$ cat config.mk
export PLATFORM = sky130hd
export DESIGN_NAME = rom_loader
export DESIGN_NICKNAME = d
export VERILOG_FILES = /design/src/sms_pkg.sv /design/src/rom_loader.sv
export SDC_FILE = /design/constraint.sdc
export NUM_CORES = 1
export LEC_CHECK = 0
export ABC_AREA = 1
export BUFFER_PORTS_ARGS = -buffer_cell sky130_fd_sc_hd__buf_2
export CORE_MARGIN = 5
export CORE_UTILIZATION = 49
export DETAILED_ROUTE_END_ITERATION = 6
export PLACE_DENSITY = 0.85
export SKIP_CTS_REPAIR_TIMING = 1
export SLEW_MARGIN = 20
export SYNTH_ARGS = -nofsm -noshare
export SYNTH_HDL_FRONTEND = slang
export SYNTH_SLANG_ARGS = --single-unit
export TNS_END_PERCENT = 50
$ cat constraint.sdc
create_clock -name clk_sys -period 5.1 [get_ports clk_sys]
set_input_delay 1.275 -clock clk_sys [delete_from_list [all_inputs] [get_ports clk_sys]]
set_output_delay 1.275 -clock clk_sys [all_outputs]
set_load 0.02 [all_outputs]
$ cat src/sms_pkg.sv
package sms_pkg;

	// ========================================================================
	// Host sector geometry
	// ========================================================================

	// Bytes per sector, also the size of an optional cartridge header
	localparam int SECTOR_BYTES  = 512;
	localparam int SECTOR_ADDR_W = 9;

	// ========================================================================
	// Cartridge download and ROM addressing
	// ========================================================================

	// Console side read address into the cartridge image
	localparam int ROM_ADDR_W   = 22;
	// Write side address into external ROM memory
	localparam int ROM_WADDR_W  = 24;
	localparam int IOCTL_ADDR_W = 25;

	// Download index with every bit set carries a cheat file
	localparam logic [7:0] CODE_INDEX = 8'hff;
	// Low index bits that select a Game Gear cart
	localparam logic [4:0] GG_INDEX   = 5'd2;

	// ========================================================================
	// Cheat code word
	// ========================================================================

	// Flat view is filled byte by byte during the download,
	// field view is what the cheat engine consumes
	typedef union packed {
		logic [15:0][7:0] bytes;
		struct packed {
			logic [31:0] flags;
			logic [31:0] addr;
			logic [31:0] compare;
			logic [31:0] replace;
		} fields;
	} cheat_code_t;

endpackage

$ cat src/rom_loader.sv
`timescale 1ns/100ps

module rom_loader import sms_pkg::*; (
	input  logic                    clk_sys,
	input  logic                    reset,
	input  logic                    cart_download,
	input  logic                    ioctl_wr,
	input  logic [IOCTL_ADDR_W-1:0] ioctl_addr,
	input  logic [7:0]              ioctl_dout,
	input  logic [7:0]              ioctl_index,
	input  logic                    rom_we_ack,
	input  logic [ROM_ADDR_W-1:0]   rom_raddr,
	output logic                    ioctl_wait,
	output logic                    rom_wr,
	output logic [ROM_WADDR_W-1:0]  rom_waddr,
	output logic [7:0]              rom_wdata,
	output logic [ROM_ADDR_W-1:0]   rom_addr,
	output logic                    gg
);

	logic                  old_download;
	logic                  cart_sz512;
	logic [ROM_ADDR_W-1:0] cart_mask;
	logic [ROM_ADDR_W-1:0] cart_mask512;

	// Toggle handshake towards the ROM memory
	always_ff @(posedge clk_sys) begin
		if (reset) begin
			old_download <= 1'b0;
			ioctl_wait   <= 1'b0;
			rom_wr       <= 1'b0;
			rom_waddr    <= '0;
		end else begin
			old_download <= cart_download;
			if (ioctl_wr & cart_download) begin
				ioctl_wait <= 1'b1;
				rom_wr     <= ~rom_wr;
			end else if (ioctl_wait && (rom_wr == rom_we_ack)) begin
				// Acknowledged, release the host and advance
				ioctl_wait <= 1'b0;
				rom_waddr  <= rom_waddr + 1'b1;
			end
			if (cart_download & ~old_download)
				rom_waddr <= '0;
		end
	end

	always_ff @(posedge clk_sys) begin
		if (ioctl_wr & cart_download)
			rom_wdata <= ioctl_dout;
	end

	// Address masks from the highest bits seen during the download
	always_ff @(posedge clk_sys) begin
		if (ioctl_wr & cart_download) begin
			if (ioctl_addr == '0)
				cart_mask <= '0;
			else
				cart_mask <= cart_mask | ioctl_addr[ROM_ADDR_W-1:0];
			if (ioctl_addr == IOCTL_ADDR_W'(SECTOR_BYTES))
				cart_mask512 <= '0;
			else if (ioctl_addr > IOCTL_ADDR_W'(SECTOR_BYTES))
				cart_mask512 <= cart_mask512 |
					(ioctl_addr[ROM_ADDR_W-1:0] - ROM_ADDR_W'(SECTOR_BYTES));
		end
	end

	always_ff @(posedge clk_sys) begin
		if (reset) begin
			gg         <= 1'b0;
			cart_sz512 <= 1'b0;
		end else begin
			if (ioctl_wr & cart_download)
				gg <= (ioctl_index[4:0] == GG_INDEX);
			// Header present when the image ends in an odd 512 byte block
			if (old_download & ~cart_download)
				cart_sz512 <= ioctl_addr[9];
		end
	end

	assign rom_addr = cart_sz512 ?
		(rom_raddr + ROM_ADDR_W'(SECTOR_BYTES)) & cart_mask512 :
		rom_raddr & cart_mask;

endmodule

Word-level counts from Yosys, hierarchy flattened
Index checks and enable logic that the tools add are counted.
{"block": "classes", "order_cmp": 1, "n_addsub": 3, "n_bitwise": 11, "n_eq_ne": 3, "n_reduce_logical": 7, "mux": 4}
{"cell": "22-bit AND", "n": 2}
{"cell": "22-bit two-way mux", "n": 2}
{"cell": "22-bit bitwise OR", "n": 2}
{"cell": "25-bit by 10-bit == test with 1-bit output, second input constant", "n": 1}
{"cell": "25-bit by 10-bit > comparator with 1-bit output, second input constant", "n": 1}
{"cell": "25-bit logical NOT", "n": 1}
{"cell": "24-bit by 1-bit adder with 24-bit output, second input constant", "n": 1}
{"cell": "22-bit by 10-bit adder with 22-bit output, second input constant", "n": 1}
{"cell": "22-bit by 10-bit subtractor with 22-bit output, second input constant", "n": 1}
{"cell": "5-bit by 2-bit == test with 1-bit output, second input constant", "n": 1}
{"cell": "1-bit inverter", "n": 4}
{"cell": "2-bit AND reduction", "n": 2}
{"cell": "2-bit nonzero test", "n": 2}
{"cell": "1-bit AND", "n": 3}
{"cell": "1-bit two-way mux", "n": 2}
{"cell": "2-bit OR reduction", "n": 1}
{"cell": "1-bit == test", "n": 1}
{"cell": "1-bit logical AND", "n": 1}
{"block": "word_totals", "wordCells": 38, "output_inout_bits": 57, "regBits": 81, "input_bits": 68}

Longest topological paths before layout
{"block": "depth", "depth_word": 4, "mapped_depth": 11, "ltp_nobuf": 11}

Worst setup path before layout
OpenSTA, ideal clock, no wires.
{"block": "synth_path", "path_type": "input -> output", "start": "input port rom_raddr[9]", "end": "output port rom_addr[17]", "t_required_ns": 3.825, "t_arrival_ns": 2.516, "slack_ns": 1.309, "n_path_buf": 0, "stages": 6, "path_cell_list": "ha_1 > nand2_1 > nor2_1 > nand4_1 > o21ai_0 > a21boi_0"}
{"block": "synth_between", "elab_chain_len": 3}
{"item": "from (decl)", "line_no": "rom_loader.sv:12", "rtl": "input logic [ROM_ADDR_W-1:0] rom_raddr,"}
{"item": "22-bit by 10-bit adder with 22-bit output", "line_no": "rom_loader.sv:82", "rtl": "(rom_raddr + ROM_ADDR_W'(SECTOR_BYTES)) & cart_mask512 :"}
{"item": "22-bit AND", "line_no": "rom_loader.sv:82"}
{"item": "22-bit two-way mux", "line_no": "rom_loader.sv:81", "rtl": "assign rom_addr = cart_sz512 ?"}
{"item": "to (decl)", "line_no": "rom_loader.sv:17", "rtl": "output logic [ROM_ADDR_W-1:0] rom_addr,"}
Every way passes these cells.

Final worst setup path
{"block": "layout_path", "start": "input port rom_raddr[9]", "end": "output port rom_addr[21]"}
The elaborated chain is that of the path after synthesis.

==> results.cfg <==
[run_status]
status = completed

[placed_design]
portBuffers = 121
hpwlAfterDp_um = 8667
place.gp.congestion = 0.9002
dp.cells = 782

[logic_synthesis]
synth_edf_count = 52
yosys.area.top_type = edfxtp_1
avgSynthCellArea_sq_um = 7.755
async_reset_ff_frac = 0
netlist_instances = 560
ys.warnings.count = 0
synth_nets = 631
yosysMostFrequentCell = nor2_1
syn-cell-area_sq_mm = 0.004343
netlist_top_cells_area = edfxtp_1, dfxtp_1, nor2_1
yosysTopAreaCellShare = 0.3596
ys_seq_elements = 81
netlist_top_cells_count = nor2_1, nand2_1, inv_1
synth_flop_cell = edfxtp_1
ys_types = 34
ys_seq_area_frac = 0.4932

[route]
drc = 0
viasPerCell = 5.308
drt_iter0_markers = 238
ant_nets = 0
drt_wl_total_um = 11430
dr.pass1.iters = 5
vias = 4236
routedWlPerCell_um = 14.32

[sta]
holdWs_ns = 0.4845
setup_viol = 0
final.setup.tns_ns = 0
rsz0062_at_grt = false
tightest_slew_ns = 1.070
hold_violations = 0
fmax_mhz = 241.0
slew_headroom = 0.2861
finalClockSkew_ns = 0.004847
min_period_ns = 4.149
post-route-period-util = 0.8135
slew_viol_final = 0

[die]
rows = 34
core_sq_mm = 0.008678
io_pins = 125
chipWidth_um = 104.1
start_util = 0.5004
die_y_um = 104.1
die_area_sq_mm = 0.01085

[grt]
grt_usage = 0.2096
grt_pass1_wl_um = 19060
antenna_found_initial = 0
grt_max_degree = 38
grt_pass1_vias = 4298
overflow = 0

[worst_setup_path]
cp_slowest_stage_delay_ns = 0.27
path_class = input pin to primary output
reg2reg_from = rom_waddr[0]
critPathRequiredTime_ns = 3.83
cp-start-kind = input pin
rr_worst_depth = 8
crit_arrival_ns = 2.87
r2r_end = rom_waddr[16]
r2r_slack_ns = 3.54
path_cells = buf_2 -> ha_1 -> nand2_1 -> nor2_1 -> nand4_1 -> nor2_1 -> nand2_1 -> nand2_1 -> nand3_1 -> nand2_1 -> buf_2
critPathSlowestCell = nor2_1
cp_max_fo = 5
critPathMostFrequentCell = nand2_1
worst_setup_path_end_kind = primary output

[pwr]
power_density_mw_per_mm2 = 265.9
peakVddDrop_uv = 149.4
power.leakage_nw = 2.334

[final_layout]
drive_gt1_frac = 0.2362
syn_to_final_growth_pct = 21.41
nets = 756
stdcell_count = 798
diodes = 0
fillers = 794

[hold_path]
hp-start = ioctl_wait
holdPathStages = 2
whs_endpoint = ioctl_wait
hold_class = flop to flop

[clock_network]
cts_tree = done
clk_pin_slew_worst_paths_ns = 0.08
cts_root_buf = clkbuf_8
h-tree-depth = 3
clk_path_buf_depth = 2
cts_buffers = 9
cts.sinks = 81
clk_latency_ns = 0.35

[run]
drv_cap = 0
through the flow:
| stage | instance area (sq um) | power [W] | worst slack, ns | utilization |
|---|---|---|---|---|
| final | 5273 | 0.001402 | 0.9511 | 0.6076 |
| after global routing | 5273 | 0.001464 | 0.7714 | 0.6076 |
| after CTS | 5273 | 0.001408 | 0.9663 | 0.6076 |
| after detailed placement | 5054 | 0.0008967 | 0.9660 | 0.5823 |
| after global placement | 5054 | 0.0008899 | 1.036 | 0.5823 |
| after floorplan | 4343 | 0.0008259 | 1.309 | - |
flip-flops by register name, indices dropped and copies added, names as in the netlist:
signal,flops
rom_waddr,24
cart_mask512,22
cart_mask,22
rom_wdata,8
cart_sz512,1
gg,1
ioctl_wait,1
old_download,1
rom_wr,1
cell type report:
type | instances | area, sq um | area share
Clock buffer | 9 | 123.9 | 0.02349
Clock inverter | 7 | 95.09 | 0.01804
Tap cell | 108 | 135.1 | 0.02563
Inverter | 89 | 334.1 | 0.06336
Multi-Input combinational cell | 380 | 1814 | 0.3441
Timing Repair Buffer | 124 | 628.1 | 0.1191
Sequential cell | 81 | 2142 | 0.4063
kinds of logic (layout without fill, tap and decap cells):
logic type,Yosys count,count (layout),share of synthesized area
xor+xnor,3,3,0.006051
simple gates,287,287,0.2936
fa+ha+maj,3,3,0.008644
compound gates,87,87,0.1086
buf+inv,99,229,0.08988
flops,81,81,0.4932
worst max-delay path by stage:
stage                      start            to  slack [ns]  cells after the start
floorplan           rom_raddr[9]  rom_addr[17]        1.31                      6
global placement    rom_raddr[9]  rom_addr[21]        1.04                     11
detailed placement  rom_raddr[9]  rom_addr[21]        0.97                     11
CTS                 rom_raddr[9]  rom_addr[21]        0.97                     11
global route        rom_raddr[9]  rom_addr[21]        0.77                     11
finish              rom_raddr[9]  rom_addr[21]        0.95                     11
cells in the final DEF, fill, tap and decap left out, types with 2 or more instances in the layout:
master,n
buf_2,121
nor2_1,112
nand2_1,89
inv_1,83
edfxtp_1,52
a21oi_1,41
nand3_1,34
o21ai_0,31
dfxtp_1,29
nand4_1,18
nor3_1,13
clkbuf_8,9
inv_2,6
nor2_2,6
nor2_4,5
nand2_2,4
xor2_1,3
nand3b_1,3
ha_1,3
clkinvlp_4,3
buf_4,3
o21a_1,2
o21bai_1,2
a31oi_1,2
o32ai_1,2
a211oi_1,2
bufinv_16,2
power breakdown:
| group | leakage, nW | switching [W] | internal [W] | total (W) |
|---|---|---|---|---|
| clock network | 0.0991 | 0.000245 | 0.000275 | 0.000520 |
| registers | 0.680 | 0.00000698 | 0.000715 | 0.000722 |
| logic | 1.55 | 0.000104 | 0.0000558 | 0.000160 |
| total | 2.33 | 0.000357 | 0.00105 | 0.00140 |
worst max-delay path: cells and delay by family:
kind          cells  cell delay [ns]
buf+inv           2             0.30
simple gates      8             1.11
fa+ha+maj         1             0.19
routing by layer:
layer / vias up / global-route usage / share of wire
li1: 2089 / - / -
met1: 1925 / 0.2446 / 0.40
met2: 189 / 0.3679 / 0.50
met3: 33 / 0.05276 / 0.087
met4: 0 / 0.08048 / 0.020
met5: - / 0 / 0
Note: power is estimated with default switching activity, not from simulation.
