`config.mk`:
```
export PLATFORM = sky130hd
export DESIGN_NAME = backup_arbiter
export DESIGN_NICKNAME = d
export VERILOG_FILES = /design/src/sms_pkg.sv /design/src/backup_arbiter.sv
export SDC_FILE = /design/constraint.sdc
export NUM_CORES = 1
export LEC_CHECK = 0
export BUFFER_PORTS_ARGS = -buffer_cell sky130_fd_sc_hd__buf_2
export CAP_MARGIN = 0
export CORE_MARGIN = 2
export CORE_UTILIZATION = 25
export CTS_BUF_LIST = sky130_fd_sc_hd__clkbuf_16
export DETAILED_ROUTE_END_ITERATION = 8
export SLEW_MARGIN = 20
export SYNTH_ARGS = -nofsm -noshare
export SYNTH_HDL_FRONTEND = slang
export SYNTH_SLANG_ARGS = --single-unit
export TNS_END_PERCENT = 30
```
`constraint.sdc`:
```
create_clock -name clk_sys -period 1 [get_ports clk_sys]
set_input_delay 0.05 -clock clk_sys [delete_from_list [all_inputs] [get_ports clk_sys]]
set_output_delay 0.05 -clock clk_sys [all_outputs]
set_load 0.005 [all_outputs]
```
`src/sms_pkg.sv`:
```
package sms_pkg;

	// ========================================================================
	// Host sector geometry
	// ========================================================================

	// Bytes per sector, also the size of an optional cartridge header
	localparam int SECTOR_BYTES  = 512;
	localparam int SECTOR_ADDR_W = 9;

	// ========================================================================
	// Cartridge download and ROM addressing
	// ========================================================================

	// Console side read address into the cartridge image
	localparam int ROM_ADDR_W   = 22;
	// Write side address into external ROM memory
	localparam int ROM_WADDR_W  = 24;
	localparam int IOCTL_ADDR_W = 25;

	// Download index with every bit set carries a cheat file
	localparam logic [7:0] CODE_INDEX = 8'hff;
	// Low index bits that select a Game Gear cart
	localparam logic [4:0] GG_INDEX   = 5'd2;

	// ========================================================================
	// Cheat code word
	// ========================================================================

	// Flat view is filled byte by byte during the download,
	// field view is what the cheat engine consumes
	typedef union packed {
		logic [15:0][7:0] bytes;
		struct packed {
			logic [31:0] flags;
			logic [31:0] addr;
			logic [31:0] compare;
			logic [31:0] replace;
		} fields;
	} cheat_code_t;

endpackage

```
`src/backup_arbiter.sv`:
```
`timescale 1ns/100ps

module backup_arbiter import sms_pkg::*; #(
	parameter int BK_SECTORS = 64
) (
	input  logic                                         clk_sys,
	input  logic                                         reset,
	input  logic                                         nvram_sel,
	input  logic [$clog2(BK_SECTORS)+SECTOR_ADDR_W-1:0] nvram_a,
	input  logic                                         nvram_we,
	input  logic [7:0]                                   nvram_d,
	input  logic                                         sd_ack,
	input  logic [$clog2(BK_SECTORS)-1:0]               sd_lba_low,
	input  logic [SECTOR_ADDR_W-1:0]                    sd_buff_addr,
	input  logic                                         sd_buff_wr,
	input  logic [7:0]                                   sd_buff_dout,
	input  logic [7:0]                                   ram_q,
	output logic [7:0]                                   nvram_q,
	output logic [7:0]                                   sd_buff_din,
	output logic                                         sd_buff_stall,
	output logic [$clog2(BK_SECTORS)+SECTOR_ADDR_W-1:0] ram_a,
	output logic                                         ram_we,
	output logic [7:0]                                   ram_d
);

	logic       con_q;
	logic       buf_q;
	logic [7:0] con_hold;
	logic [7:0] buf_hold;

	// Console always wins, the buffer side retries the stalled cycle
	assign sd_buff_stall = nvram_sel;
	assign ram_a  = nvram_sel ? nvram_a  : {sd_lba_low, sd_buff_addr};
	assign ram_we = nvram_sel ? nvram_we : (sd_buff_wr & sd_ack);
	assign ram_d  = nvram_sel ? nvram_d  : sd_buff_dout;

	always_ff @(posedge clk_sys) begin
		if (reset) begin
			con_q <= 1'b0;
			buf_q <= 1'b0;
		end else begin
			con_q <= nvram_sel;
			buf_q <= ~nvram_sel;
		end
	end

	// Each side keeps its last result while the other owns the RAM
	always_ff @(posedge clk_sys) begin
		if (con_q)
			con_hold <= ram_q;
		if (buf_q)
			buf_hold <= ram_q;
	end

	assign nvram_q     = con_q ? ram_q : con_hold;
	assign sd_buff_din = buf_q ? ram_q : buf_hold;

endmodule

```
== After elaboration in Yosys (flattened, before gate mapping) ==
Cells that the tools add are included.
W data, S select, Z words.
Cells by class
  mux-type cells: 5
  bitwise operators: 2
Operators with widths (count)
  $mux W8: 3
  $mux W15: 1
  $and A1 B1 Y1: 1
  $mux W1: 1
  $not A1 Y1: 1
Storage, ports and cells
  register bits after elaboration: 18
  output and inout bits: 41
  word-level logic and storage cells: 11

== Logic depth before layout (Yosys ltp) ==
Gate-level depths: netlist of run 1.
  depth in word-level cells: 2
  depth in mapped cells: 4
  gate-level depth less buffers: 2

== Least setup slack after synthesis of run 1 ==
OpenSTA, ideal clock, no wires.
  path kind: register to register
  start point: reg buf_q
  end point: reg buf_hold[0]
  library setup time: 0.128 ns
  arrival: 0.809 ns
  path slack: 0.063 ns
  cell stages (with the launch flop): 3
  clock period less this slack: 0.937 ns
  path through: dfxtp_1 -> buf_2 -> mux2_2
Between the ends
  longest elaborated chain between the ends: 1
RTL lines
  start, declared: line backup_arbiter.sv:27  | logic buf_q;
  start signal, assigned: line backup_arbiter.sv:43  | buf_q <= ~nvram_sel;
  $mux W8
  net sd_buff_din[0]: line backup_arbiter.sv:19  | output logic [7:0] sd_buff_din,
  end signal, assigned: line backup_arbiter.sv:52  | buf_hold <= ram_q;
  end, declared: line backup_arbiter.sv:29  | logic [7:0] buf_hold;
The timed path passes the listed nets, and every way through them passes these cells.
A chain may end at the register's enable or synchronous reset.

== Worst setup path after layout of run 1 ==
  start point: reg buf_q
  end point: out sd_buff_din[1]
Between the ends
  longest elaborated chain between the ends: 1
RTL lines (line)
  $mux W8
  end, declared: backup_arbiter.sv:19
Every way passes these cells.

==> results of run 1 <==
==> synthesized netlist by cell type <==
| cell | number | share of area (%) |
|---|---|---|
| nand2_1 | 2 | 0.80 |
| buf_4 | 1 | 0.80 |
| buf_6 | 2 | 2.4 |
| dfxtp_1 | 18 | 38 |
| nor2_1 | 1 | 0.40 |
| nor2b_1 | 1 | 0.66 |
| buf_2 | 2 | 1.1 |
| o21ai_0 | 1 | 0.53 |
| buf_12 | 1 | 2.1 |
| mux2_4 | 16 | 25 |
| mux2_2 | 23 | 27 |
==> placed cells by master, fill, tap and decap left out, drive strengths merged <==
| master | n |
|---|---|
| buf | 107 |
| clkbuf | 3 |
| clkinv | 1 |
| dfxtp | 18 |
| dlygate4sd3 | 1 |
| mux2 | 39 |
| nand2 | 2 |
| nor2 | 1 |
| nor2b | 1 |
| o21ai | 1 |
==> sequential cells by signal (all words and copies together), names as in the netlist <==
name / flops
buf_hold: 8
con_q: 1
con_hold: 8
buf_q: 1
==> path summary, 6_finish.rpt <==
| path | end | depth (start not counted) |
|---|---|---|
| setup / recovery | sd_buff_din[1] | 3 |
| hold / removal | con_hold[7] | 2 |
| setup reg to reg | con_hold[3] | 4 |
| hold reg to reg | con_hold[4] | 1 |
==> through the flow <==
step / std cells / setup WS, ps
5_1_grt: 222 / -229
3_3_place_gp: 214 / 14.6
6_report: 222 / -198
3_5_place_dp: 214 / 7.48
2_1_floorplan: 68 / 62.8
4_1_cts: 221 / -201
==> layer usage <==
layer / global-route usage (%) / routed length (um) / up-vias
met2: 24.1 / 1410 / 65
met3: 2.23 / 262 / 2
met5: 0 / 0 / -
met1: 13.4 / 997 / 410
li1: - / - / 452
met4: 3.13 / 8 / 0
==> cell type report <==
class                   count  area (um2)
fillers                   343        1850
repair buffers            108         704
multi-input cells          44         582
flip-flops and latches     18         363
clock buffers               3        75.1
well taps                  48        60.1
clock inverters             1        3.75
==> worst max-delay path: stages, from the launching register on <==
cell     delay (ps)
dfxtp_2         330
buf_12          130
mux2_4          320
buf_6           120
==> report_power, final <==
part,internal (mW),switching (mW),total (mW)
clock,0.530,0.244,0.774
combinational,0.586,0.265,0.851
sequential,0.825,0.0314,0.856
==> kinds of logic after synthesis <==
| kind of cell | count (synthesis) |
|---|---|
| AO/OA/AOI/OAI | 1 |
| buffers and inverters | 6 |
| flip-flops | 18 |
| multiplexers | 39 |
| AND/OR/NAND/NOR | 4 |
==> timing repair <==
action                                  CTS  global route
pin swaps                                 0             0
endpoints found under the setup margin   16            18
hold buffers                              1             0
resized for setup                        33             2
hold endpoints to repair                  2             0
setup buffers                             2             1
==> out/results.txt, run 1 <==
Largest family of logic cells by synthesized area -> multiplexers
Total power -> 2.48 mW
Initial core utilization -> 25.9%
Worst Tran Pin Value -> 124 ps
Post-Synthesis Cells -> 68
Post-synthesis adder-cell area fraction -> 0%
Setup-failing EPs final -> 17
Synth Area in Simple Gates -> 1.86%
Synth unique cells -> 11
Iteration-0 DRC count of the detailed router -> 14
Antenna Nets Post-Route -> 0
Placer Congestion -> 0.701
Setup TNS after final layout -> -3220 ps
Final Hold Viols -> 0
Largest net degree at the start of global routing -> 22
Max-cap viol count -> 0
Site Rows -> 22
Detailed Route WL -> 2.68 mm
Core Area -> 0.00363 mm2
I/O pin total -> 101
Setup Skew -> 3.02 ps
Final Util -> 49.2%
Synth Net Count -> 128
Final nets -> 235
Data arrival time of the worst path -> 1150 ps
Design area -> 0.00179 mm2
Die X -> 65.4 um
Worst-skew pair later-pin latency -> 240 ps
CTS sink count -> 18
Final period util -> 120%
Hold crit path type -> in2reg
Number of global-route vias before repair -> 939
Final HPWL DP -> 2.13 mm
Routed len/inst -> 12.1 um
Crit Path Max Fanout -> 8
Ant diodes -> 0
Post-synthesis mux area share -> 53.0%
Synth Area in Compound Gates -> 0.531%
Fin Hold WS -> 74.0 ps
Syn avg cell area -> 13.9 um2
Reg2reg setup slack -> -140 ps
Period minus WS final -> 1200 ps
Mapped cell area -> 942 um2
Worst EP required -> 950 ps
Final slew viol count -> 0
Startpoint Class -> flip-flop
Drt first pass iters -> 2
Worst-path clk slew -> 50 ps
R2R Path Start -> con_q
Critical path class -> reg2out
First-pass GRT wire length -> 4.15 mm
Layout cells sized above 1 -> 86.8%
Syn. warnings -> 0
Post-Synth XOR/XNOR Area -> 0%
Final Worst Setup Slack -> -198 ps
F_max -> 0.834 GHz
Synthesis-to-layout area growth -> 89.8%
Worst slew margin -> 91.6%
Via/cell ratio -> 4.18
Total global routing overflow -> 0
Status -> complete, but fails checks
Die H -> 65.4 um
Maximum vdd drop -> 0.579 mV
Max H-tree Level -> 1
Vias post-DR -> 929
CTS root buf -> clkbuf_16
Power per Cell Area -> 1390 mW/mm2
Total GRT Usage -> 12.3%
P_leak -> 0.959 nW
Initial antenna violation count -> 0
Crit path from -> buf_q
Port Buffers -> 100
Synthesized flop and latch total -> 18
DRC Markers -> 0
TritonCTS clock tree -> done
Seq/Total Area, Yosys -> 38.2%
Placed instance area -> 0.00151 mm2
Failing checks -> setup timing
Worst setup EP type -> output pin
Die area -> 0.00428 mm2
Maximum buffer depth of the clock tree -> 2
Clock buffer count from CTS -> 3
RSZ-0062 raised after global routing -> true
HP Start -> ram_q[7]
Power figures use the tool's default switching activity.
==> run 2: changes to the inputs <==
--- a/config.mk
+++ b/config.mk
@@ -11,6 +11,7 @@
 export CORE_UTILIZATION = 25
 export CTS_BUF_LIST = sky130_fd_sc_hd__clkbuf_16
 export DETAILED_ROUTE_END_ITERATION = 8
+export HOLD_SLACK_MARGIN = 0.15
 export SLEW_MARGIN = 20
 export SYNTH_ARGS = -nofsm -noshare
 export SYNTH_HDL_FRONTEND = slang
==> constraint.sdc (replaced) <==
create_clock -name clk_sys -period 1.2 [get_ports clk_sys]
set_input_delay 0.06 -clock clk_sys [delete_from_list [all_inputs] [get_ports clk_sys]]
set_output_delay 0.06 -clock clk_sys [all_outputs]
set_load 0.005 [all_outputs]
==> out/results.txt, run 2 (same netlist as run 1, synthesis figures left out) <==
Crit Path Max Fanout -> 8
Routed len/inst -> 11.9 um
Core Area -> 0.00363 mm2
Detailed Route WL -> 2.69 mm
Max-cap viol count -> 0
Site Rows -> 22
Worst setup EP type -> output pin
Largest registers -> buf_hold x8, con_hold x8
Die H -> 65.4 um
CTS root buf -> clkbuf_16
Fin Hold WS -> 193 ps
Antenna Nets Post-Route -> 0
Clock buffer count from CTS -> 3
Design area -> 0.00183 mm2
Failing checks -> setup timing
Setup TNS after final layout -> -2.04 ps
Die X -> 65.4 um
WP buf/inv -> 2
Worst-skew pair later-pin latency -> 240 ps
I/O pin total -> 101
Startpoint Class -> flip-flop
Placed instance area -> 0.00149 mm2
Largest delay contributor family on the critical path -> flip-flops
Hold path depth -> 3
Initial core utilization -> 25.9%
Status -> complete, but fails checks
Port Buffers -> 100
Worst Tran Pin Value -> 168 ps
Critical Path Stages -> 3
DRC Markers -> 0
Most frequent cells in the layout -> buf_2 (84), mux2_4 (32), dfxtp_1 (16), buf_6 (16), dlygate4sd3_1 (9)
P_leak -> 0.971 nW
Max H-tree Level -> 1
Placer Congestion -> 0.714
Critical path class -> reg2out
Layout cells sized above 1 -> 83.1%
Final HPWL DP -> 2.01 mm
Die area -> 0.00428 mm2
Largest stage delay, worst path -> 330 ps
Maximum buffer depth of the clock tree -> 2
Maximum vdd drop -> 0.448 mV
Drt first pass iters -> 4
Largest net degree at the start of global routing -> 22
Slowest CP cell -> dfxtp_2
Number of global-route vias before repair -> 874
Setup-failing EPs final -> 1
Power per Cell Area -> 1120 mW/mm2
Synthesis-to-layout area growth -> 94.0%
Via/cell ratio -> 4.05
Commonest non-fill, non-tap cell in the layout -> buf_2
Final Hold Viols -> 0
First-pass GRT wire length -> 3.98 mm
Total global routing overflow -> 0
TritonCTS clock tree -> done
Reg2reg path depth -> 3
Initial antenna violation count -> 0
Data arrival time of the worst path -> 1140 ps
Final Worst Setup Slack -> -2.04 ps
Worst slew margin -> 88.8%
Worst-path clk slew -> 50 ps
RSZ-0062 raised after global routing -> true
Hold crit path type -> in2reg
Worst EP required -> 1140 ps
Final nets -> 240
Crit path cell chain -> buf_12, mux2_4, buf_6
Place WS -> 89.7 ps
F_max -> 0.832 GHz
Final slew viol count -> 0
Vias post-DR -> 916
Ant diodes -> 0
Final period util -> 100%
Total power -> 2.04 mW
Setup Skew -> 0.820 ps
Iteration-0 DRC count of the detailed router -> 20
Total GRT Usage -> 11.9%
CTS sink count -> 18
Period minus WS final -> 1200 ps
==> run 2: cell types whose count changed in the layout (fill, tap and decap cells not counted), sizes merged <==
| cell | previous run | this run |
|---|---|---|
| buf | 107 | 104 |
| clkinv | 1 | 0 |
| dlygate4sd3 | 1 | 9 |
==> run 2: worst paths after layout <==
kind,start,to,slack (ps)
setup reg to reg,con_q,con_hold[4],180
setup / recovery,con_q,nvram_q[6],-2
hold reg to reg,con_hold[3],con_hold[3],480
hold / removal,nvram_sel,buf_q,190
==> run 2: tightest hold or removal path: stages <==
cell and delay (ps):
buf_2 110, buf_4 170, nor2_1 50
==> run 2: final cells by class <==
cell class                 count  area (um2)
clock buffer                   3        75.1
fill                         348        1810
tap                           48        60.1
timing repair buffer         113         746
sequential                    18         365
multi-input combinational     44         582
==> run 2: timing repair <==
action | in CTS | in global routing
endpoints found under the hold margin | 18 | 0
resized for setup | 9 | 26
buffers inserted | 0 | 1
hold buffers | 9 | 0
cloned | 0 | 0
setup endpoints to repair | 16 | 16
==> run 2: per-stage QoR <==
stage          utilization [%]  instances
6_report                  50.3        226
5_1_grt                   50.3        226
4_1_cts                   46.3        225
3_5_place_dp              41.0        213
3_3_place_gp              41.0        213
2_1_floorplan                -         68
==> run 2: metal layers <==
layer | GRT usage (%) | up-vias | wire (um) | part of all wire, %
met1 | 15.4 | 395 | 1030 | 38
met4 | 3.13 | 0 | 0 | 0
met2 | 20.4 | 61 | 1420 | 53
li1 | - | 460 | - | -
met5 | 0 | - | 0 | 0
met3 | 2.05 | 0 | 236 | 8.8
==> run 2: where the power goes <==
group	internal, mW	switching [mW]
Clock	0.437	0.195
Combinational	0.484	0.211
Sequential	0.686	0.0310
Total	1.61	0.437
