==> src/sms_pkg.sv <==
package sms_pkg;

	// ========================================================================
	// Host sector geometry
	// ========================================================================

	// Bytes per sector, also the size of an optional cartridge header
	localparam int SECTOR_BYTES  = 512;
	localparam int SECTOR_ADDR_W = 9;

	// ========================================================================
	// Cartridge download and ROM addressing
	// ========================================================================

	// Console side read address into the cartridge image
	localparam int ROM_ADDR_W   = 22;
	// Write side address into external ROM memory
	localparam int ROM_WADDR_W  = 24;
	localparam int IOCTL_ADDR_W = 25;

	// Download index with every bit set carries a cheat file
	localparam logic [7:0] CODE_INDEX = 8'hff;
	// Low index bits that select a Game Gear cart
	localparam logic [4:0] GG_INDEX   = 5'd2;

	// ========================================================================
	// Cheat code word
	// ========================================================================

	// Flat view is filled byte by byte during the download,
	// field view is what the cheat engine consumes
	typedef union packed {
		logic [15:0][7:0] bytes;
		struct packed {
			logic [31:0] flags;
			logic [31:0] addr;
			logic [31:0] compare;
			logic [31:0] replace;
		} fields;
	} cheat_code_t;

endpackage

==> src/cheat_loader.sv <==
`timescale 1ns/100ps

module cheat_loader import sms_pkg::*; (
	input  logic                    clk_sys,
	input  logic                    reset,
	input  logic                    code_download,
	input  logic                    ioctl_wr,
	input  logic [IOCTL_ADDR_W-1:0] ioctl_addr,
	input  logic [7:0]              ioctl_dout,
	output cheat_code_t             code,
	output logic                    code_valid
);

	logic       code_wr;
	logic [3:0] byte_sel;

	assign code_wr = code_download & ioctl_wr;

	// Offsets 0..3 land in the top bytes (flags), 12..15 in the bottom
	// (replace), each field little endian by offset
	assign byte_sel = {~ioctl_addr[3:2], ioctl_addr[1:0]};

	always_ff @(posedge clk_sys) begin
		if (code_wr)
			code.bytes[byte_sel] <= ioctl_dout;
	end

	// One pulse once the last byte of the word is in
	always_ff @(posedge clk_sys) begin
		if (reset)
			code_valid <= 1'b0;
		else
			code_valid <= code_wr && (ioctl_addr[3:0] == 4'd15);
	end

endmodule

==> config.mk <==
export PLATFORM = sky130hd
export DESIGN_NAME = cheat_loader
export DESIGN_NICKNAME = d
export VERILOG_FILES = /design/src/sms_pkg.sv /design/src/cheat_loader.sv
export SDC_FILE = /design/constraint.sdc
export NUM_CORES = 1
export LEC_CHECK = 0
export BUFFER_PORTS_ARGS = -buffer_cell sky130_fd_sc_hd__buf_2
export CORE_MARGIN = 2
export CORE_UTILIZATION = 30
export DETAILED_ROUTE_END_ITERATION = 12
export GPL_TIMING_DRIVEN = 0
export SLEW_MARGIN = 20
export SYNTH_ARGS = -nofsm -noshare
export SYNTH_HDL_FRONTEND = slang
export SYNTH_SLANG_ARGS = --single-unit
==> constraint.sdc <==
create_clock -name clk_sys -period 1.4 [get_ports clk_sys]
set_input_delay 0.21 -clock clk_sys [delete_from_list [all_inputs] [get_ports clk_sys]]
set_output_delay 0.21 -clock clk_sys [all_outputs]
set_load 0.02 [all_outputs]
# Word-level counts from Yosys, hierarchy flattened
# Index checks and enable logic that the tools add are counted.
dict set report op_classes {
  n_addsub 0
  mul 0
  div_mod_pow 0
  n_lt_le_gt_ge 2
  n_eq_ne 1
  n_shift 0
  muxes 3
  bitwise_logic 2
  n_reduce_logical 2
}
# op count
set ops {}
lappend ops {{128-bit bitwise mux} 1}
lappend ops {{8-bit demux with 4-bit select} 1}
lappend ops {{8-bit 2-to-1 mux} 1}
lappend ops {{4-bit by 5-bit less-than comparator with 1-bit output, second input constant} 1}
lappend ops {{4-bit equality test, second input constant} 1}
lappend ops {{4-bit by 1-bit greater-or-equal comparator with 1-bit output, second input constant} 1}
lappend ops {{1-bit logical AND} 2}
lappend ops {{2-bit NOT} 1}
lappend ops {{1-bit bitwise AND} 1}
dict set report word_totals {
  register_bits 129
  latch_bits 0
  ram_bits 0
  romBits 0
  out_inout_bits 129
  word_cells 12
  mem_count 0
}

# Longest topological paths before layout
# Gate-level depths: netlist of run 1.
dict set report logic_depth {
  ltp_word 6
  ltp_mapped 2
}

# Worst setup path after synthesis of run 1
# OpenSTA, ideal clock, no wires.
dict set report synth_path {
  kind {input-to-reg}
  from {in ioctl_addr[0]}
  to {reg code[112] (netlist name), enable pin}
  setup_ps 383
  t_arrival_ps 1052
  required_ps 1017
  setup_slack_ps -35
  stages 2
  n_path_buf 0
  cell_sequence {nand4b_1 nor3_1}
}
# item line
set synth_rtl {}
lappend synth_rtl {{from (decl)} cheat_loader.sv:8} ;# input logic [IOCTL_ADDR_W-1:0] ioctl_addr,
lappend synth_rtl {{to (decl)} cheat_loader.sv:10} ;# output cheat_code_t code,

==> out/results.tsv, run 1 <==
metric	value	unit
status	finished clean	
GRT Residual Overflow	0	
routability-driven placement congestion ratio	0.6906	
antenna violation net count after detailed routing	0	
Crit. End Element	register	
total routed wirelength	9193	um
P per Cell Area	1580	nW/um^2
NetSw	1.680	mW
share of layout cells above drive strength 1	0.5441	
pre-CTS setup slack	-0.3603	ns
post-route minimum period	1.278	ns
WP data arrival	1.32	ns
PortBufs	144	
Clock Tree Buf Depth	2	
worst hold path type	in2reg	
Cell Area, Synth	4019	sq um
hold endpoint	code_valid$_SDFF_PP0_	
Yosys top cell area share	0.9564	
DP HPWL	5981	um
hold path startpoint	ioctl_addr[1]	
Finished Cell Area	5548	sq um
global-route wire length before repair	13200	um
Overall Global Routing Usage	0.1338	
Crit Path Class	in2reg	
Clock transition at path regs	0.06	ns
syn nets	190	
DR WL/cell	18.20	um
dpl cell area	4965	sq um
# fillers	1217	
worst vdd ir	0.6974	mV
Ports	166	
std cell rows	42	
Comb power frac	0.026	
Root Driver	clkbuf_16	
Layout Nets	354	
Clock power frac	0.483	
Tot Pwr	8.768	mW
Initial Util	0.3059	
Syn Inst Count	153	
CTS HTree Levels	4	
internal power	7.088	mW
Die H	119.7	um
fin util	0.4223	
# DRC	0	
Reg power frac	0.491	
Final Hold Viols	0	
Die ar.	14340	sq um
post-synth cell types	10	
Required @ worst endpoint	1.44	ns
Via density	4.208	
Seq/Total Area, Yosys	0.9614	
Switching Share	0.1916	
crit start category	input port	
Core ar.	13140	sq um
Slew HR	0.4891	
# diodes	0	
pin count of the biggest net entering global routing	17	
Hold Path Depth	3	
Slew @ Worst Pin	0.7635	ns
largest area contributor in the netlist	edfxtp_1	
synthesized area per cell	26.27	sq um
Final WS setup	0.1224	ns
DRT Pass-1 Iters	4	
ranking of synthesized cells by area	edfxtp_1 (96%), nor2_1 (1.1%), nor3_2 (1.0%), dfxtp_1 (0.50%), nand2b_2 (0.44%)	
Num CTS Buffers	17	
Synth Warn #	0	
max-slew violations	0	
RSZ-0062 raised after global routing	false	
Static Leak	2.050	nW
#FFs+latches synth	129	
Setup TNS	0	ns
final worst-path cycle share	0.9126	
via count	2125	
Die W	119.7	um
CP max FO	8	
CTS tree	yes	
number of max-cap violations	0	
initial antenna violation count	0	
synth-to-layout area growth	38.04	%
DR iter-0 viols	127	
vias in the first global route	2176	
CTS Sinks	129	
# setup viols final	0	
Max Fclk	782.7	MHz
-- per-layer routing --
metal  global-route usage  vias up  part of all wire
li1                     -      945                 -
met1               0.1535     1055              0.40
met2               0.2196      110              0.50
met3              0.05323       15             0.075
met4              0.06250        0             0.021
met5                    0        -                 0
-- cells in the mapped netlist --
cell type and number:
nand4_2 1, edfxtp_1 128, nor3_1 1, nor2_1 12, nand4b_1 2, nand2_2 1, dfxtp_1 1, nand2b_2 2
nor3_2 4, nand4bb_1 1
-- cells in the final DEF, fill, tap and decap left out, types with 2 or more instances in the layout --
cell,synthesis,routed
clkinvlp_4,0,2
nor2_1,12,12
bufinv_16,0,3
clkinv_1,0,5
nand2b_2,2,2
edfxtp_1,128,128
buf_2,0,144
clkinv_2,0,3
nor3_2,4,5
nand4b_1,2,2
clkbuf_16,0,17
-- state kept, by name (all words and copies together), names as in the netlist --
register	cells
code	128
code_valid	1
-- cells by family (layout without fill, tap and decap cells) --
logic type,count (synthesis),after routing,share of synthesized area
buffers and inverters,0,176,0
DFF,129,129,0.9614
and+or+nand+nor,24,24,0.03861
-- what timing repair did --
action | in CTS | in global routing
endpoints found under the hold margin | 1 | 0
setup buffers | 0 | 0
hold buffers | 1 | 0
gates resized for setup | 0 | 0
-- worst max path at each step --
stage	start	end	slack, ns
final	ioctl_addr[0]	code[36]$_DFFE_PP_	0.12
after global routing	ioctl_addr[1]	code[41]$_DFFE_PP_	0.03
after CTS	ioctl_addr[1]	code[41]$_DFFE_PP_	0.08
after detailed placement	ioctl_addr[1]	code[47]$_DFFE_PP_	-0.36
after global placement	ioctl_addr[1]	code[40]$_DFFE_PP_	-0.36
after floorplan	ioctl_addr[0]	code[32]$_DFFE_PP_	0.15
-- final cells by class --
class | instances | area (sq um) | share of cell area
Clock buffer | 17 | 425.4 | 0.07668
Multi-Input combinational cell | 24 | 160.2 | 0.02887
Clock inverter | 14 | 147.6 | 0.02661
Sequential cell | 129 | 3864 | 0.6964
Tap cell | 176 | 220.2 | 0.03969
Timing Repair Buffer | 145 | 730.7 | 0.1317
-- power by group through the flow --
stage / combinational [mW] / clock (mW) / sequential, mW
after floorplan: 0.0251 / 0 / 4.44
after global placement: 0.232 / 0 / 4.38
after detailed placement: 0.235 / 0 / 4.38
after CTS: 0.239 / 4.31 / 4.31
after global routing: 0.250 / 4.47 / 4.31
final: 0.230 / 4.23 / 4.31
-- worst max-delay path: stages --
cell and delay [ns]:
buf_2 0.12, nand4bb_1 0.32, nor2_1 0.66
-- per-stage QoR --
| stage | std cells | hold WS (ns) |
|---|---|---|
| after floorplan | 153 | 0.2797 |
| after global placement | 473 | 0.3848 |
| after detailed placement | 473 | 0.3930 |
| after CTS | 505 | 0.1615 |
| after global routing | 505 | 0.1866 |
| final | 505 | 0.1700 |
(Power assumes the default switching activity.)
==> inputs of run 2 (changes only) <==
Settings changed: CORE_ASPECT_RATIO set to 0.8, PLACE_DENSITY set to 0.61.
==> run 2 against run 1 <==
Die area about the same. Worst setup slack worse by 0.038 ns. Sequential power hardly changed. Design area grew 0.50%.
==> out/results.tsv, run 2 (same netlist as run 1, synthesis figures left out) <==
metric	value	unit
DP HPWL	6006	um
DR WL/cell	18.59	um
critical path, cell by cell	buf_2 -> nand4bb_1 -> nor2_1	
DR iter-0 viols	178	
routability-driven placement congestion ratio	0.7249	
initial antenna violation count	0	
CTS Sinks	129	
CTS tree	yes	
antenna violation net count after detailed routing	0	
global-route wire length before repair	13120	um
# DRC	0	
Finished Cell Area	5575	sq um
Crit Path Class	in2reg	
Required @ worst endpoint	1.43	ns
Max Fclk	760.0	MHz
synth-to-layout area growth	38.73	%
# diodes	0	
Post-CTS Setup Bufs	0	
post-route minimum period	1.316	ns
P per Cell Area	1614	nW/um^2
WP data arrival	1.34	ns
Die ar.	14340	sq um
final worst-path cycle share	0.9399	
Clock Tree Buf Depth	2	
status	finished clean	
Via density	4.204	
most frequent cells in the layout	buf_2 (144), edfxtp_1 (128), clkbuf_16 (17)	
Die W	133.4	um
Final Hold Viols	0	
most common cell after layout, fill and taps aside	buf_2	
fin util	0.4301	
GRT Residual Overflow	0	
max FFs per register	128	
Ports	166	
Critical Path Max Stage Delay	0.69	ns
worst hold path type	in2reg	
CP max FO	8	
worst vdd ir	1.078	mV
share of layout cells above drive strength 1	0.5455	
max-slew violations	0	
Static Leak	2.059	nW
Layout Nets	354	
Bufs and invs on worst path	1	
dpl cell area	4964	sq um
hold slack	0.1822	ns
DRT Pass-1 Iters	4	
RSZ-0062 raised after global routing	false	
# setup viols final	0	
Die H	107.5	um
crit start category	input port	
Hold Path Depth	3	
Clock transition at path regs	0.06	ns
slowest cell on the critical path	nor2_1	
Crit. End Element	register	
CTS HTree Levels	4	
Core ar.	12960	sq um
number of max-cap violations	0	
Slew HR	0.4681	
Root Driver	clkbuf_16	
Slew @ Worst Pin	0.7949	ns
hold path startpoint	ioctl_addr[2]	
std cell rows	37	
Initial Util	0.3100	
pin count of the biggest net entering global routing	17	
via count	2123	
Cells after DPL	472	
total routed wirelength	9389	um
hold endpoint	code_valid$_SDFF_PP0_	
Crit path depth	3	
Setup TNS	0	ns
vias in the first global route	2153	
Num CTS Buffers	17	
Overall Global Routing Usage	0.1329	
Post-Layout Cell Count	505	
PortBufs	144	
CP top delay family	simple AND/OR/NAND/NOR gates	
==> run 2: changes by cell type in the layout (fill, tap and decap cells not counted) <==
cell        before  now
clkbuf_1         0    3
clkinvlp_4       2    3
bufinv_16        3    4
clkinv_1         5    2
clkinv_4         1    0
==> run 2: how the worst max path moves through the flow <==
| stage | startpoint | endpoint | slack [ns] |
|---|---|---|---|
| finish | ioctl_addr[0] | code[6]$_DFFE_PP_ | 0.08 |
| global route | ioctl_addr[0] | code[4]$_DFFE_PP_ | 0.007 |
| CTS | ioctl_addr[0] | code[6]$_DFFE_PP_ | 0.07 |
| detailed placement | ioctl_addr[0] | code[3]$_DFFE_PP_ | -0.36 |
| global placement | ioctl_addr[0] | code[7]$_DFFE_PP_ | -0.34 |
| floorplan | ioctl_addr[0] | code[32]$_DFFE_PP_ | 0.15 |
==> run 2: per-stage QoR <==
step | setup WS, ns | total power, mW
4_1_cts | 0.06860 | 9.074
3_3_place_gp | -0.3382 | 4.617
5_1_grt | 0.006940 | 9.249
6_report | 0.08414 | 8.996
2_1_floorplan | 0.1506 | 4.465
3_5_place_dp | -0.3624 | 4.620
==> run 2: per-layer routing <==
layer	track usage	routed length [um]	up-vias
li1	-	-	946
met1	0.1675	4187	1070
met2	0.2073	4409	94
met3	0.05650	681	13
met4	0.04559	110	0
met5	0	0	-
==> run 2: area by class of cell <==
| type | count | area (sq um) |
|---|---|---|
| clock inverters | 12 | 165.2 |
| fillers | 1167 | 7387 |
| well taps | 175 | 219.0 |
| repair buffers | 145 | 730.7 |
| multi-input cells | 24 | 160.2 |
| clock buffers | 20 | 436.7 |
| flip-flops and latches | 129 | 3864 |
==> run 2: tightest hold or removal path, delay by kind of cell <==
kind / cells / cell delay, ns
and+or+nand+nor: 2 / 0.17
buffers and inverters: 1 / 0.16
==> run 2: report_power, final <==
part	switching [mW]	leakage [nW]	internal, mW
registers	0.0101	1.16	4.30
clock network	1.51	0.285	2.95
logic	0.180	0.613	0.0511
==> run 2: timing repair <==
action	CTS	global route
gates resized for setup	0	0
hold buffers	1	0
endpoints found under the hold margin	1	0
==> inputs of run 3 (changes only) <==
Settings changed: CORE_UTILIZATION 30 to 42, PLACE_DENSITY 0.61 to 0.79.
==> run 3 against run 2 <==
Flip-flop and latch count did not move. Maximum frequency rose by 3.2%. Routed wire length fell by 6.2%. Via count fell by 0.61%. Non-clock buffer count did not move. Sequential power barely moved. Final cell count fell by 12%.
==> out/results.tsv, run 3 (same netlist as run 1, synthesis figures left out) <==
metric	value	unit
Required @ worst endpoint	1.42	ns
total routed wirelength	8803	um
most frequent cells in the layout	buf_2 (144), edfxtp_1 (128), clkbuf_16 (17)	
DRT Pass-1 Iters	4	
Slew HR	0.4858	
DR WL/cell	19.78	um
crit start category	input port	
Crit Path Class	in2reg	
NetSw	1.696	mW
Static Leak	2.065	nW
Via density	4.742	
share of layout cells above drive strength 1	0.5485	
CP max FO	8	
Crit. End Element	register	
Post-Layout Cell Count	445	
DP HPWL	5548	um
Clock power frac	0.496	
WP data arrival	1.30	ns
synth-to-layout area growth	36.83	%
GRT Residual Overflow	0	
PortBufs	144	
# diodes	0	
Num CTS Buffers	17	
Die ar.	10370	sq um
worst vdd ir	1.439	mV
Post-CTS Setup Bufs	0	
Tot Pwr	8.989	mW
pin count of the biggest net entering global routing	17	
max FFs per register	128	
Clock transition at path regs	0.06	ns
internal power	7.293	mW
CTS tree	yes	
antenna violation net count after detailed routing	0	
initial antenna violation count	0	
global-route wire length before repair	12720	um
Die H	91.49	um
most common cell after layout, fill and taps aside	buf_2	
CTS HTree Levels	4	
Final Hold Viols	0	
P per Cell Area	1635	nW/um^2
Max Fclk	784.4	MHz
max-slew violations	0	
Core ar.	9193	sq um
worst hold path type	in2reg	
routability-driven placement congestion ratio	0.7291	
std cell rows	31	
Overall Global Routing Usage	0.1778	
Slew @ Worst Pin	0.7684	ns
Switching Share	0.1886	
Layout Nets	354	
final worst-path cycle share	0.9106	
via count	2110	
Initial Util	0.4372	
RSZ-0062 raised after global routing	false	
crit path launch	ioctl_addr[0]	
Root Driver	clkbuf_16	
status	finished clean	
hold slack	0.1584	ns
Clock Tree Buf Depth	2	
Reg power frac	0.479	
# DRC	0	
Comb power frac	0.025	
DR iter-0 viols	163	
Die W	113.4	um
post-route minimum period	1.275	ns
Cells after DPL	412	
hold path startpoint	ioctl_addr[1]	
# setup viols final	0	
vias in the first global route	2165	
Ports	166	
number of max-cap violations	0	
CTS Sinks	129	
-- run 3: cell types whose count changed in the layout (fill, tap and decap cells not counted) --
cell        before  now
clkinvlp_4       3    2
clkinv_2         3    5
clkbuf_1         3    2
-- run 3: layout make-up --
class,count,area (sq um)
fillers,692,3694
clock inverters,13,167.7
repair buffers,145,730.7
multi-input cells,24,160.2
well taps,115,143.9
clock buffers,19,432.9
flip-flops and latches,129,3864
-- run 3: metal layers --
layer | GRT usage | vias to the layer above | share of wire
met5 | 0 | - | 0
met1 | 0.2205 | 1056 | 0.43
met4 | 0.07419 | 0 | 0.0097
met2 | 0.2680 | 100 | 0.48
met3 | 0.08611 | 11 | 0.085
li1 | - | 943 | -
-- run 3: timing repair --
| item | in CTS | in global routing |
|---|---|---|
| hold buffers | 1 | 0 |
| hold endpoints to repair | 1 | 0 |
| endpoints found under the setup margin | 0 | 0 |
| resized for setup | 0 | 0 |
-- run 3: stage by stage --
| step | cell area (sq um) | setup WS [ns] | TNS (ns) | util |
|---|---|---|---|---|
| 4_1_cts | 5499 | 0.09923 | 0 | 0.5982 |
| 2_1_floorplan | 4024 | 0.1506 | 0 | - |
| 6_report | 5499 | 0.1251 | 0 | 0.5982 |
| 3_5_place_dp | 4888 | -0.3220 | -26.44 | 0.5318 |
| 3_3_place_gp | 4888 | -0.2692 | -21.77 | 0.5318 |
| 5_1_grt | 5499 | 0.006167 | 0 | 0.5982 |
-- run 3: path summary, 6_finish.rpt --
kind | slack [ns] | cells past startpoint | end
max | 0.13 | 3 | code[35]$_DFFE_PP_
min | 0.16 | 3 | code_valid$_SDFF_PP0_
-- run 3: power by group through the flow --
stage | Sequential [mW] | Combinational [mW] | Clock, mW
6_report | 4.31 | 0.228 | 4.46
5_1_grt | 4.31 | 0.246 | 4.71
4_1_cts | 4.30 | 0.233 | 4.53
3_5_place_dp | 4.38 | 0.230 | 0
3_3_place_gp | 4.38 | 0.224 | 0
2_1_floorplan | 4.44 | 0.0251 | 0
-- run 3: critical path, cell delays in order --
cell	delay, ns
buf_2	0.12
nand4bb_1	0.31
nor2_1	0.66
